### src/verilog/l2_macros.svh
//==========================================================================
// Geometry of the L2 cache: address, word, line and set sizes
//==========================================================================
`ifndef L2_MACROS_SVH
`define L2_MACROS_SVH

`define ADDR_BITS      32
`define WORD_BITS      32
`define WORDS_PER_LINE 4
`define L2_SETS        16

// Derived field widths of a byte address
`define BYTE_BITS      2
`define OFFSET_BITS    2
`define INDEX_BITS     4
`define LINE_ADDR_BITS (`ADDR_BITS - `OFFSET_BITS - `BYTE_BITS)
`define TAG_BITS       (`LINE_ADDR_BITS - `INDEX_BITS)

`endif

### src/verilog/l2_msg_pkg.sv
//==========================================================================
// Channel message structs and opcode enums
//==========================================================================
`include "l2_macros.svh"

package l2_msg_pkg;

    typedef enum logic {
        CPU_READ,
        CPU_WRITE
    } cpu_op_t;

    typedef enum logic {
        REQ_GET_LINE,
        REQ_PUT_LINE
    } req_op_t;

    typedef logic [`WORDS_PER_LINE-1:0][`WORD_BITS-1:0] line_t;

    // CPU word access, byte address
    typedef struct packed {
        cpu_op_t                op;
        logic [`ADDR_BITS-1:0]  addr;
        logic [`WORD_BITS-1:0]  word;
    } cpu_req_t;

    // Line is only meaningful for put line
    typedef struct packed {
        req_op_t                     op;
        logic [`LINE_ADDR_BITS-1:0]  addr;
        line_t                       line;
    } req_out_t;

    typedef struct packed {
        logic [`LINE_ADDR_BITS-1:0]  addr;
        line_t                       line;
    } rsp_in_t;

    typedef struct packed {
        logic [`LINE_ADDR_BITS-1:0]  addr;
        line_t                       line;
    } rd_rsp_t;

endpackage

### src/verilog/l2_state_pkg.sv
//==========================================================================
// Line state, controller state and tag entry types
//==========================================================================
`include "l2_macros.svh"

package l2_state_pkg;

    typedef enum logic [1:0] {
        LINE_INVALID,
        LINE_CLEAN,
        LINE_DIRTY
    } line_state_t;

    typedef enum logic [2:0] {
        ST_IDLE,
        ST_LOOKUP,
        ST_WRITEBACK,
        ST_FILL_REQ,
        ST_FILL_WAIT,
        ST_RESPOND,
        ST_FLUSH_SCAN,
        ST_FLUSH_WB
    } ctrl_state_t;

    typedef struct packed {
        logic [`TAG_BITS-1:0]  tag;
        line_state_t           state;
    } tag_entry_t;

endpackage

### src/verilog/l2_tag_store.sv
//==========================================================================
// Tag, valid and dirty array, one entry per set
//==========================================================================
`include "l2_macros.svh"

module l2_tag_store
    import l2_state_pkg::*;
(
    input  logic                    clk,
    input  logic                    rst_i,
    input  logic [`INDEX_BITS-1:0]  index_i,
    input  logic                    wr_en_i,
    input  tag_entry_t              wr_entry_i,
    output tag_entry_t              rd_entry_o
);

    logic [`TAG_BITS-1:0] tag_mem [`L2_SETS];
    line_state_t          state_mem [`L2_SETS];

    // Line states come up invalid
    always_ff @(posedge clk) begin
        if (rst_i) begin
            for (int i = 0; i < `L2_SETS; i++) begin
                state_mem[i] <= LINE_INVALID;
            end
        end else if (wr_en_i) begin
            state_mem[index_i] <= wr_entry_i.state;
        end
    end

    always_ff @(posedge clk) begin
        if (wr_en_i) begin
            tag_mem[index_i] <= wr_entry_i.tag;
        end
    end

    // Combinational lookup
    assign rd_entry_o.tag   = tag_mem[index_i];
    assign rd_entry_o.state = state_mem[index_i];

endmodule

### src/verilog/l2_data_store.sv
//==========================================================================
// Line data array with whole-line fill and word merge
//==========================================================================
`include "l2_macros.svh"

module l2_data_store
    import l2_msg_pkg::*;
(
    input  logic                     clk,
    input  logic [`INDEX_BITS-1:0]   index_i,
    input  logic                     fill_en_i,
    input  line_t                    fill_line_i,
    input  logic                     merge_en_i,
    input  logic [`OFFSET_BITS-1:0]  word_off_i,
    input  logic [`WORD_BITS-1:0]    word_i,
    output line_t                    line_o
);

    line_t data_mem [`L2_SETS];
    line_t next_line;

    // Merge lands on top of a fill in the same cycle
    always_comb begin
        next_line = fill_en_i ? fill_line_i : data_mem[index_i];
        if (merge_en_i) begin
            next_line[word_off_i] = word_i;
        end
    end

    always_ff @(posedge clk) begin
        if (fill_en_i || merge_en_i) begin
            data_mem[index_i] <= next_line;
        end
    end

    assign line_o = data_mem[index_i];

endmodule

### src/verilog/l2_ctrl.sv
//==========================================================================
// Cache controller FSM: lookup, writeback, fill, response and flush
//==========================================================================
`include "l2_macros.svh"

module l2_ctrl
    import l2_msg_pkg::*;
    import l2_state_pkg::*;
(
    input  logic                     clk,
    input  logic                     rst_i,
    // CPU side
    input  logic                     cpu_req_valid_i,
    input  cpu_req_t                 cpu_req_i,
    output logic                     cpu_req_ready_o,
    output logic                     rd_rsp_valid_o,
    output rd_rsp_t                  rd_rsp_o,
    input  logic                     rd_rsp_ready_i,
    input  logic                     flush_valid_i,
    output logic                     flush_ready_o,
    output logic                     flush_done_o,
    // Memory side
    output logic                     req_out_valid_o,
    output req_out_t                 req_out_o,
    input  logic                     req_out_ready_i,
    input  logic                     rsp_in_valid_i,
    input  rsp_in_t                  rsp_in_i,
    output logic                     rsp_in_ready_o,
    // Tag store
    output logic [`INDEX_BITS-1:0]   tag_index_o,
    output logic                     tag_wr_en_o,
    output tag_entry_t               tag_wr_entry_o,
    input  tag_entry_t               tag_rd_entry_i,
    // Data store
    output logic [`INDEX_BITS-1:0]   data_index_o,
    output logic                     fill_en_o,
    output line_t                    fill_line_o,
    output logic                     merge_en_o,
    output logic [`OFFSET_BITS-1:0]  word_off_o,
    output logic [`WORD_BITS-1:0]    word_o,
    input  line_t                    data_line_i
);

    localparam logic [`INDEX_BITS-1:0] LAST_INDEX = `INDEX_BITS'(`L2_SETS - 1);

    ctrl_state_t                 state_q;
    cpu_req_t                    req_q;
    logic [`INDEX_BITS-1:0]      scan_q;

    logic [`LINE_ADDR_BITS-1:0]  req_line_addr;
    logic [`INDEX_BITS-1:0]      req_index;
    logic [`TAG_BITS-1:0]        req_tag;
    logic [`INDEX_BITS-1:0]      index;
    logic                        is_write;
    logic                        hit;
    logic                        flushing;

    assign req_line_addr = req_q.addr[`ADDR_BITS-1 -: `LINE_ADDR_BITS];
    assign req_index     = req_line_addr[`INDEX_BITS-1:0];
    assign req_tag       = req_line_addr[`LINE_ADDR_BITS-1 -: `TAG_BITS];
    assign is_write      = (req_q.op == CPU_WRITE);
    assign flushing      = (state_q == ST_FLUSH_SCAN) || (state_q == ST_FLUSH_WB);
    assign index         = flushing ? scan_q : req_index;

    assign hit = (tag_rd_entry_i.state != LINE_INVALID) && (tag_rd_entry_i.tag == req_tag);

    assign tag_index_o  = index;
    assign data_index_o = index;
    assign fill_line_o  = rsp_in_i.line;
    assign word_off_o   = req_q.addr[`BYTE_BITS +: `OFFSET_BITS];
    assign word_o       = req_q.word;

    // Store write strobes
    always_comb begin
        tag_wr_en_o    = 1'b0;
        tag_wr_entry_o = '{tag: req_tag, state: LINE_DIRTY};
        fill_en_o      = 1'b0;
        merge_en_o     = 1'b0;
        case (state_q)
            ST_LOOKUP: begin
                if (hit && is_write) begin
                    tag_wr_en_o = 1'b1;
                    merge_en_o  = 1'b1;
                end
            end
            ST_FILL_WAIT: begin
                if (rsp_in_valid_i && rsp_in_ready_o) begin
                    tag_wr_en_o          = 1'b1;
                    fill_en_o            = 1'b1;
                    merge_en_o           = is_write;
                    tag_wr_entry_o.state = is_write ? LINE_DIRTY : LINE_CLEAN;
                end
            end
            ST_FLUSH_SCAN, ST_FLUSH_WB: begin
                // Invalidate once the entry needs no more writeback
                if (state_q == ST_FLUSH_WB ? req_out_ready_i
                                           : tag_rd_entry_i.state != LINE_DIRTY) begin
                    tag_wr_en_o    = 1'b1;
                    tag_wr_entry_o = '{tag: tag_rd_entry_i.tag, state: LINE_INVALID};
                end
            end
            default: ;
        endcase
    end

    always_ff @(posedge clk) begin
        if (rst_i) begin
            state_q         <= ST_IDLE;
            scan_q          <= '0;
            cpu_req_ready_o <= 1'b1;
            flush_ready_o   <= 1'b1;
            req_out_valid_o <= 1'b0;
            rsp_in_ready_o  <= 1'b0;
            rd_rsp_valid_o  <= 1'b0;
            flush_done_o    <= 1'b0;
        end else begin
            flush_done_o <= 1'b0;
            case (state_q)
                ST_IDLE: begin
                    // Flush wins over a simultaneous CPU request
                    if (flush_valid_i && flush_ready_o) begin
                        scan_q          <= '0;
                        cpu_req_ready_o <= 1'b0;
                        flush_ready_o   <= 1'b0;
                        state_q         <= ST_FLUSH_SCAN;
                    end else if (cpu_req_valid_i && cpu_req_ready_o) begin
                        req_q           <= cpu_req_i;
                        cpu_req_ready_o <= 1'b0;
                        flush_ready_o   <= 1'b0;
                        state_q         <= ST_LOOKUP;
                    end
                end
                ST_LOOKUP: begin
                    if (hit && is_write) begin
                        cpu_req_ready_o <= 1'b1;
                        flush_ready_o   <= 1'b1;
                        state_q         <= ST_IDLE;
                    end else if (hit) begin
                        rd_rsp_valid_o <= 1'b1;
                        rd_rsp_o       <= '{addr: req_line_addr, line: data_line_i};
                        state_q        <= ST_RESPOND;
                    end else if (tag_rd_entry_i.state == LINE_DIRTY) begin
                        req_out_valid_o <= 1'b1;
                        req_out_o.op    <= REQ_PUT_LINE;
                        req_out_o.addr  <= {tag_rd_entry_i.tag, req_index};
                        req_out_o.line  <= data_line_i;
                        state_q         <= ST_WRITEBACK;
                    end else begin
                        req_out_valid_o <= 1'b1;
                        req_out_o.op    <= REQ_GET_LINE;
                        req_out_o.addr  <= req_line_addr;
                        state_q         <= ST_FILL_REQ;
                    end
                end
                ST_WRITEBACK: begin
                    // Victim accepted, follow with the fetch
                    if (req_out_ready_i) begin
                        req_out_o.op   <= REQ_GET_LINE;
                        req_out_o.addr <= req_line_addr;
                        state_q        <= ST_FILL_REQ;
                    end
                end
                ST_FILL_REQ: begin
                    if (req_out_ready_i) begin
                        req_out_valid_o <= 1'b0;
                        rsp_in_ready_o  <= 1'b1;
                        state_q         <= ST_FILL_WAIT;
                    end
                end
                ST_FILL_WAIT: begin
                    if (rsp_in_valid_i && rsp_in_ready_o) begin
                        rsp_in_ready_o <= 1'b0;
                        if (is_write) begin
                            cpu_req_ready_o <= 1'b1;
                            flush_ready_o   <= 1'b1;
                            state_q         <= ST_IDLE;
                        end else begin
                            rd_rsp_valid_o <= 1'b1;
                            rd_rsp_o       <= '{addr: req_line_addr, line: rsp_in_i.line};
                            state_q        <= ST_RESPOND;
                        end
                    end
                end
                ST_RESPOND: begin
                    if (rd_rsp_ready_i) begin
                        rd_rsp_valid_o  <= 1'b0;
                        cpu_req_ready_o <= 1'b1;
                        flush_ready_o   <= 1'b1;
                        state_q         <= ST_IDLE;
                    end
                end
                ST_FLUSH_SCAN, ST_FLUSH_WB: begin
                    if (state_q == ST_FLUSH_SCAN && tag_rd_entry_i.state == LINE_DIRTY) begin
                        req_out_valid_o <= 1'b1;
                        req_out_o.op    <= REQ_PUT_LINE;
                        req_out_o.addr  <= {tag_rd_entry_i.tag, scan_q};
                        req_out_o.line  <= data_line_i;
                        state_q         <= ST_FLUSH_WB;
                    end else if (state_q == ST_FLUSH_SCAN || req_out_ready_i) begin
                        req_out_valid_o <= 1'b0;
                        if (scan_q == LAST_INDEX) begin
                            flush_done_o    <= 1'b1;
                            cpu_req_ready_o <= 1'b1;
                            flush_ready_o   <= 1'b1;
                            state_q         <= ST_IDLE;
                        end else begin
                            scan_q  <= scan_q + 1'b1;
                            state_q <= ST_FLUSH_SCAN;
                        end
                    end
                end
                default: state_q <= ST_IDLE;
            endcase
        end
    end

endmodule

### src/verilog/l2_rtl_top.sv
//==========================================================================
// L2 cache top level: controller, tag store and data store
//==========================================================================
`include "l2_macros.svh"

module l2_rtl_top
    import l2_msg_pkg::*;
    import l2_state_pkg::*;
(
    input  logic      clk,
    input  logic      rst_i,
    input  logic      cpu_req_valid_i,
    input  cpu_req_t  cpu_req_i,
    output logic      cpu_req_ready_o,
    output logic      req_out_valid_o,
    output req_out_t  req_out_o,
    input  logic      req_out_ready_i,
    input  logic      rsp_in_valid_i,
    input  rsp_in_t   rsp_in_i,
    output logic      rsp_in_ready_o,
    output logic      rd_rsp_valid_o,
    output rd_rsp_t   rd_rsp_o,
    input  logic      rd_rsp_ready_i,
    input  logic      flush_valid_i,
    output logic      flush_ready_o,
    output logic      flush_done_o
);

    logic [`INDEX_BITS-1:0]   tag_index;
    logic                     tag_wr_en;
    tag_entry_t               tag_wr_entry;
    tag_entry_t               tag_rd_entry;
    logic [`INDEX_BITS-1:0]   data_index;
    logic                     fill_en;
    line_t                    fill_line;
    logic                     merge_en;
    logic [`OFFSET_BITS-1:0]  word_off;
    logic [`WORD_BITS-1:0]    word;
    line_t                    data_line;

    l2_ctrl l2_ctrl_i (
        .clk,
        .rst_i,
        .cpu_req_valid_i,
        .cpu_req_i,
        .cpu_req_ready_o,
        .rd_rsp_valid_o,
        .rd_rsp_o,
        .rd_rsp_ready_i,
        .flush_valid_i,
        .flush_ready_o,
        .flush_done_o,
        .req_out_valid_o,
        .req_out_o,
        .req_out_ready_i,
        .rsp_in_valid_i,
        .rsp_in_i,
        .rsp_in_ready_o,
        .tag_index_o    (tag_index),
        .tag_wr_en_o    (tag_wr_en),
        .tag_wr_entry_o (tag_wr_entry),
        .tag_rd_entry_i (tag_rd_entry),
        .data_index_o   (data_index),
        .fill_en_o      (fill_en),
        .fill_line_o    (fill_line),
        .merge_en_o     (merge_en),
        .word_off_o     (word_off),
        .word_o         (word),
        .data_line_i    (data_line)
    );

    l2_tag_store l2_tag_store_i (
        .clk,
        .rst_i,
        .index_i    (tag_index),
        .wr_en_i    (tag_wr_en),
        .wr_entry_i (tag_wr_entry),
        .rd_entry_o (tag_rd_entry)
    );

    l2_data_store l2_data_store_i (
        .clk,
        .index_i     (data_index),
        .fill_en_i   (fill_en),
        .fill_line_i (fill_line),
        .merge_en_i  (merge_en),
        .word_off_i  (word_off),
        .word_i      (word),
        .line_o      (data_line)
    );

endmodule

### config.mk
export PLATFORM = sky130hd
export DESIGN_NAME = l2_rtl_top
export DESIGN_NICKNAME = d
export VERILOG_FILES = /design/src/verilog/l2_msg_pkg.sv /design/src/verilog/l2_state_pkg.sv /design/src/verilog/l2_tag_store.sv /design/src/verilog/l2_data_store.sv /design/src/verilog/l2_ctrl.sv /design/src/verilog/l2_rtl_top.sv
export VERILOG_INCLUDE_DIRS = /design/src /design/src/verilog
export SDC_FILE = /design/constraint.sdc
export NUM_CORES = 2
export LEC_CHECK = 0
export BUFFER_PORTS_ARGS = -buffer_cell sky130_fd_sc_hd__buf_2
export CORE_MARGIN = 2
export CORE_UTILIZATION = 35
export CTS_BUF_LIST = sky130_fd_sc_hd__clkbuf_4
export CTS_CLUSTER_SIZE = 16
export DETAILED_ROUTE_END_ITERATION = 7
export HOLD_SLACK_MARGIN = 0.15
export PLACE_DENSITY = 0.57
export SYNTH_ARGS = -nofsm -noshare
export SYNTH_HDL_FRONTEND = slang
export SYNTH_SLANG_ARGS = --single-unit
### constraint.sdc
create_clock -name clk -period 23.6 [get_ports clk]
set_clock_uncertainty 0.2 [all_clocks]
set_input_delay 3.54 -clock clk [delete_from_list [all_inputs] [get_ports clk]]
set_output_delay 3.54 -clock clk [all_outputs]
set_load 0.1 [all_outputs]
# Word-level counts from Yosys, hierarchy flattened
# Memories as Yosys holds them, arrays and structs flattened.
# Cells that the tools add are included.
# totals
memories	3
wordCells	182
romBits	0
input_bits	228
mem_bits_rw	2464
regBits	390
latchBits	0
out_inout_bits	319
# classes
n_eq_ne	30
mux	88
n_reduce_logical	33
order_cmp	2
n_mul	0
addsub	1
shifts	0
n_div	0
bitwise	4
# mem_list
memory	depth	width	rd	rd_ports_with_merged_regs	wr	line_no	source
l2_data_store_i.data_mem	16	128	1	0	1	l2_data_store.sv:19	line_t data_mem [`L2_SETS];
l2_tag_store_i.tag_mem	16	24	1	0	1	l2_tag_store.sv:17	logic [`TAG_BITS-1:0] tag_mem [`L2_SETS];
l2_tag_store_i.state_mem	16	2	1	0	16	l2_tag_store.sv:18	line_state_t state_mem [`L2_SETS];
# ops
cell	n
156-bit 2-to-1 mux	4
157-bit 2-to-1 mux	3
128-bit 2-to-1 mux	3
156-bit case mux with 2 select lines	1
128-bit case mux with 2 select lines	1
128-bit bitwise mux	1
29-bit case mux with 3 select lines	1
32-bit demux with 2-bit select	1
29-bit 2-to-1 mux	2
1-bit 2-to-1 mux	38
3-bit 2-to-1 mux	12
32-bit 2-to-1 mux	1
6-bit AND reduction	5
26-bit 2-to-1 mux	1
24-bit == test	1
24-bit 2-to-1 mux	1
4-bit 2-to-1 mux	6
3-bit case mux with 7 select lines	1
2-bit by 1-bit inequality test with 1-bit output, second input constant	9
2-bit inequality test, second input constant	9
3-bit == test, second input constant	4
5-bit AND reduction	2
2-bit nonzero test	5
1-bit case mux with 3 select lines	3
other kinds (24)	43

# Longest topological paths before layout
# An unclocked memory read counts as a cell.
# logic_depth
word_depth	14
depth_mapped	20
ltp_nobuf	13

# Hierarchy
# Synthesis repeated with hierarchy kept, for this count alone.
# unflattened
hier_cells	5880
area_unflattened_um2	113268.6
# by_module_without_submodules
module	seq_area_each_um2	n_inst	area_each_um2	cells_per_inst
l2_data_store	61499.0	1	81607.0	4008
l2_tag_store	12492.0	1	15930.3	724
l2_ctrl	11531.1	1	15731.3	1148

# Worst setup path before layout
# No wires, ideal clock.
# synth_path
kind	input -> register
startpoint	input port rsp_in_valid_i
endpoint	register l2_ctrl_i.rd_rsp_o[0] (netlist name)
arrival_ps	14698
t_required_ps	22538
path_buffers	0
setup_ps	862
stages	4
path_slack_ps	7840
cell_sequence	nand2_1 -> nor3_1 -> a21oi_2 -> nor3_1
# synth_between
elab_chain_len	3
# synth_rtl
element	line_no	source
start, declared	l2_rtl_top.sv:18	input logic rsp_in_valid_i,
1-bit logical AND	l2_ctrl.sv:171	if (rsp_in_valid_i && rsp_in_ready_o) begin
2-bit by 1-bit inequality test with 1-bit output (no source line)	--	
6-bit AND reduction (no source line)	--	
# No other way between the ends.
# A chain may end at the register's enable or synchronous reset.

# Final worst setup path
# layout_path
startpoint	register l2_ctrl_i.state_q[1]
endpoint	memory l2_data_store_i.data_mem[7][12] (netlist bit), enable pin
# layout_between
elab_chain_len	12
# layout_rtl
element	line_no	source
start, declared	l2_ctrl.sv:46	ctrl_state_t state_q;
start signal, assigned	l2_ctrl.sv:108	state_q <= ST_IDLE;
start signal, assigned	l2_ctrl.sv:125	state_q <= ST_FLUSH_SCAN;
start signal, assigned	l2_ctrl.sv:130	state_q <= ST_LOOKUP;
3-bit == test	l2_ctrl.sv:62	assign flushing = (state_q == ST_FLUSH_SCAN) || (state_q == ST_FLUSH_WB);
1-bit logical OR	l2_ctrl.sv:62	
4-bit 2-to-1 mux	l2_ctrl.sv:63	assign index = flushing ? scan_q : req_index;
memory 16 x 24 bit / memory 16 x 2 bit (equally long branches)	--	
24-bit == test / 2-bit nonzero test (equally long branches)	l2_ctrl.sv:65	assign hit = (tag_rd_entry_i.state != LINE_INVALID) && (tag_rd_entry_i.tag == req_tag);
1-bit logical AND	l2_ctrl.sv:65	
1-bit logical AND	l2_ctrl.sv:81	if (hit && is_write) begin
1-bit 2-to-1 mux	l2_ctrl.sv:81	
1-bit case mux with 2 select lines	l2_ctrl.sv:79	case (state_q)
1-bit logical OR	l2_data_store.sv:31	if (fill_en_i || merge_en_i) begin
1-bit 2-to-1 mux	l2_data_store.sv:31	
1-bit 2-to-1 mux (not written as such)	l2_data_store.sv:32	data_mem[index_i] <= next_line;
end, declared	l2_data_store.sv:19	
# Several ways; a longest one is shown, not always the timed one.

==> flow_summary.yaml <==
status:
  status: "finished clean"
placement:
  port_buffers: 516
  place_congestion: 0.758
  dpl.hpwl_um: 169000
  placed_cells: 10200
run:
  cap_violations: 0
logic_synthesis:
  synth_adder_area_share_pct: 0.0112
  synthSimpleGateAreaFrac_pct: 4.38
  syn_nets: 5890
  synth_top_family_by_area: "multiplexers"
  synthDistinctLibCells: 71
  yosys.area.top_type: "edfxtp_1"
  async_flop_share_pct: 0
  yosysTopAreaCellShare_pct: 76.4
  yosys-mux-area-fraction_pct: 15.8
  synth.avg_cell_area_um2: 19.7
  synthTopCellsByArea: "edfxtp_1 (76%), mux4_2 (10%), mux2_2 (4.2%)"
  ys_warn_count: 0
  synth_compound_area_share_pct: 1.82
  synth_cells: 5661
  synth_seq_cells: 2852
  yosysSeqAreaShare_pct: 76.6
  syn_area_mm2: 0.112
  synth_edf_count: 2840
  synthXorXnorAreaFrac_pct: 0.133
  synth-main-ff-cell: "edfxtp_1"
timing:
  tightest_slew_ns: 1.29
  rsz0062_at_grt: "no"
  drv_slew: 0
  setup_viol_count_final: 0
  max_freq_mhz: 115
  hold_viol_final: 0
  slew_headroom_pct: 14.2
  fin_crit_sh_pct: 36.8
  fin_crit_ns: 8.69
  tns_ns: 0
floorplanning:
  die_w_um: 569
  core_area_mm2: 0.318
  start_util_pct: 35.1
  rows: 207
  die_h_um: 569
  ios: 547
  fp.dieArea_mm2: 0.323
critical_path:
  crit_chain: "nand2_4 > mux2i_4 > inv_6 > buf_4 > mux2i_1 > a32o_1 > nor4b_1 > xnor2_1 > nand3_1 > nor4_1 > nor4b_4 > buf_4 > a31oi_4 > buf_4 > nor2_4 > buf_4 > buf_4"
  path_class: "flip-flop to flip-flop"
  crit_top_cell: "buf_4"
  crit_fanout: 70
  slowest_stage: "dfxtp_1"
  slowest_delay_ns: 1.02
  required_ns: 24.46
  end_kind: "flip-flop"
  arrival_ns: 9.54
  start_kind: "flip-flop"
  crit_buf_inv: 6
  critPathTopFamily: "buffers and inverters"
clock_tree:
  numCtsBuffers: 735
  hold_buffers: 0
  cts_root_buf: "clkbuf_4"
  cts_buffer_depth: 4
  post-cts-setup-buffers: 0
  clock-sinks: 2852
  clock_latency_ns: 1.52
  ctsResizeCount: 0
  path_clk_slew_ns: 0.06
  cts_tree: "yes"
  h-tree-depth: 6
layout:
  utilization_pct: 40.5
  drive_above_1_share_pct: 38.8
  nets: 6973
  multi_input_area_mm2: 0.0250
  nFillCells: 28800
  regArea_mm2: 0.0855
  areaGrowthSynthToFinish_pct: 15.4
  final_cells: 11500
pwr:
  p_leak_nw: 42.6
  peakVddDrop_mv: 0.0475
  powerDensity_mw_per_mm2: 94.8
  totalPowerFinal_mw: 12.2
drt:
  drt-total-wl_um: 318000
  vias: 61400
  drtPass1Iterations: 6
  drc_errors: 0
  ant_nets: 0
  wl_per_cell_um: 27.7
  drt_iter0_drc: 6331
  viasPerCell: 5.35
global_route:
  grt_overflow: 0
  grt_pass1_wl_um: 448000
  grt_max_degree: 155
  grt_pass1_vias: 62700
  antenna_found_initial: 49
  grt_use_total_pct: 19.3
worst_hold_path:
  hold_path_class: "flip-flop to flip-flop"
[layout by cell type, fill, tap and decap left out, types with 7 or more instances in the layout]
master,count
edfxtp_1,2840
clkbuf_4,1047
nand2_1,733
mux4_2,520
buf_2,516
mux2_2,415
buf_4,138
a31oi_1,132
and3_1,131
clkinv_1,128
nand3_1,74
nor2_1,71
mux2i_1,70
o21ai_0,46
diode_2,39
mux2_4,27
inv_6,23
o22ai_1,23
nor2_4,22
a32o_1,22
a32oi_1,20
clkinv_2,20
nor2_2,17
a21oi_1,13
dfxtp_1,12
xnor2_1,11
or2_2,10
o22a_1,9
or3_1,9
buf_12,8
inv_8,7
inv_1,7
mux2_1,7
bufinv_16,7
clkinv_4,7
[cells by family (layout without fill, tap and decap cells)]
logic type,after synthesis,count (layout)
compound gates,302,302
fa+ha+maj,1,1
simple gates,1120,1120
flops,2852,2852
buf+inv,327,1921
mux,1042,1042
other cells,0,39
xor+xnor,17,17
[final timing paths]
| path | start | endpoint | slack (ns) | depth (start not counted) |
|---|---|---|---|---|
| setup reg to reg | l2_ctrl_i.state_q[1]$_SDFFE_PP0P_ | l2_data_store_i.data_mem[7][12]$_DFFE_PP_ | 14.91 | 17 |
| setup / recovery | l2_ctrl_i.state_q[1]$_SDFFE_PP0P_ | l2_data_store_i.data_mem[7][12]$_DFFE_PP_ | 14.91 | 17 |
| hold reg to reg | l2_ctrl_i.scan_q[1]$_SDFFE_PP0P_ | l2_ctrl_i.scan_q[1]$_SDFFE_PP0P_ | 0.33 | 2 |
| hold / removal | l2_ctrl_i.scan_q[1]$_SDFFE_PP0P_ | l2_ctrl_i.scan_q[1]$_SDFFE_PP0P_ | 0.33 | 2 |
[synthesized netlist by cell type (5+ instances only)]
cell,number
a221oi_1,5
mux4_2,520
nor4_1,6
mux2_2,415
edfxtp_1,2840
a32oi_1,20
nor2_1,107
o22ai_1,23
nand2_1,733
nand4_1,6
or2_2,10
buf_1,65
buf_4,14
nand3_1,74
xnor2_1,11
nor3_1,10
buf_2,32
or3_1,9
mux2_4,27
buf_6,8
o22a_1,9
inv_1,9
xor2_1,6
a21oi_1,13
a32o_1,22
mux2i_1,72
o21ai_0,49
nand2b_1,5
mux2_1,7
a31oi_1,133
and3_1,131
clkbuf_1,197
dfxtp_1,12
[area by class of cell]
type	count	area share, %
diodes	39	0.0758
inverters	11	0.0515
multi-input cells	2482	19.4
well taps	4180	4.06
clock inverters	201	0.930
clock buffers	1047	6.11
flip-flops and latches	2852	66.4
repair buffers	662	2.94
[registers in the layout (all words and copies together) (netlist names), 2 cells and up]
name and cells:
l2_ctrl_i.word_off_o 2, l2_ctrl_i.scan_q 4, l2_ctrl_i.req_out_o 157, l2_data_store_i.data_mem 2048, l2_ctrl_i.req_index 4, l2_ctrl_i.rd_rsp_o 156, l2_ctrl_i.word_o 32, l2_tag_store_i.tag_mem 384
l2_ctrl_i.state_q 3, l2_ctrl_i.req_line_addr 24, l2_tag_store_i.state_mem 32
[routing by layer]
metal	track usage (%)	share of wire, %
met3	4.05	8.7
met4	5.97	2.3
met2	31.1	48
met5	0	0.047
met1	26.2	41
[tightest hold or removal path, cell delays in order, from the launching register on]
cell,delay (ns)
dfxtp_1,0.34
nand2b_1,0.08
a21oi_1,0.06
[power by group]
part | switching, mW | internal [mW]
combinational | 1.33 | 0.675
clock | 2.03 | 2.12
sequential | 0.0601 | 6.00
[metrics by stage]
| step | setup slack, ns | hold WS, ns | cell area, µm² |
|---|---|---|---|
| detailed placement | 14.91 | 0.329 | 120000 |
| global route | 14.52 | 0.372 | 129000 |
| CTS | 14.86 | 0.335 | 129000 |
| global placement | 14.96 | 0.309 | 120000 |
| floorplan | 7.84 | 0.226 | 112000 |
| finish | 14.91 | 0.332 | 129000 |
Note: power is estimated with default switching activity, not from simulation.
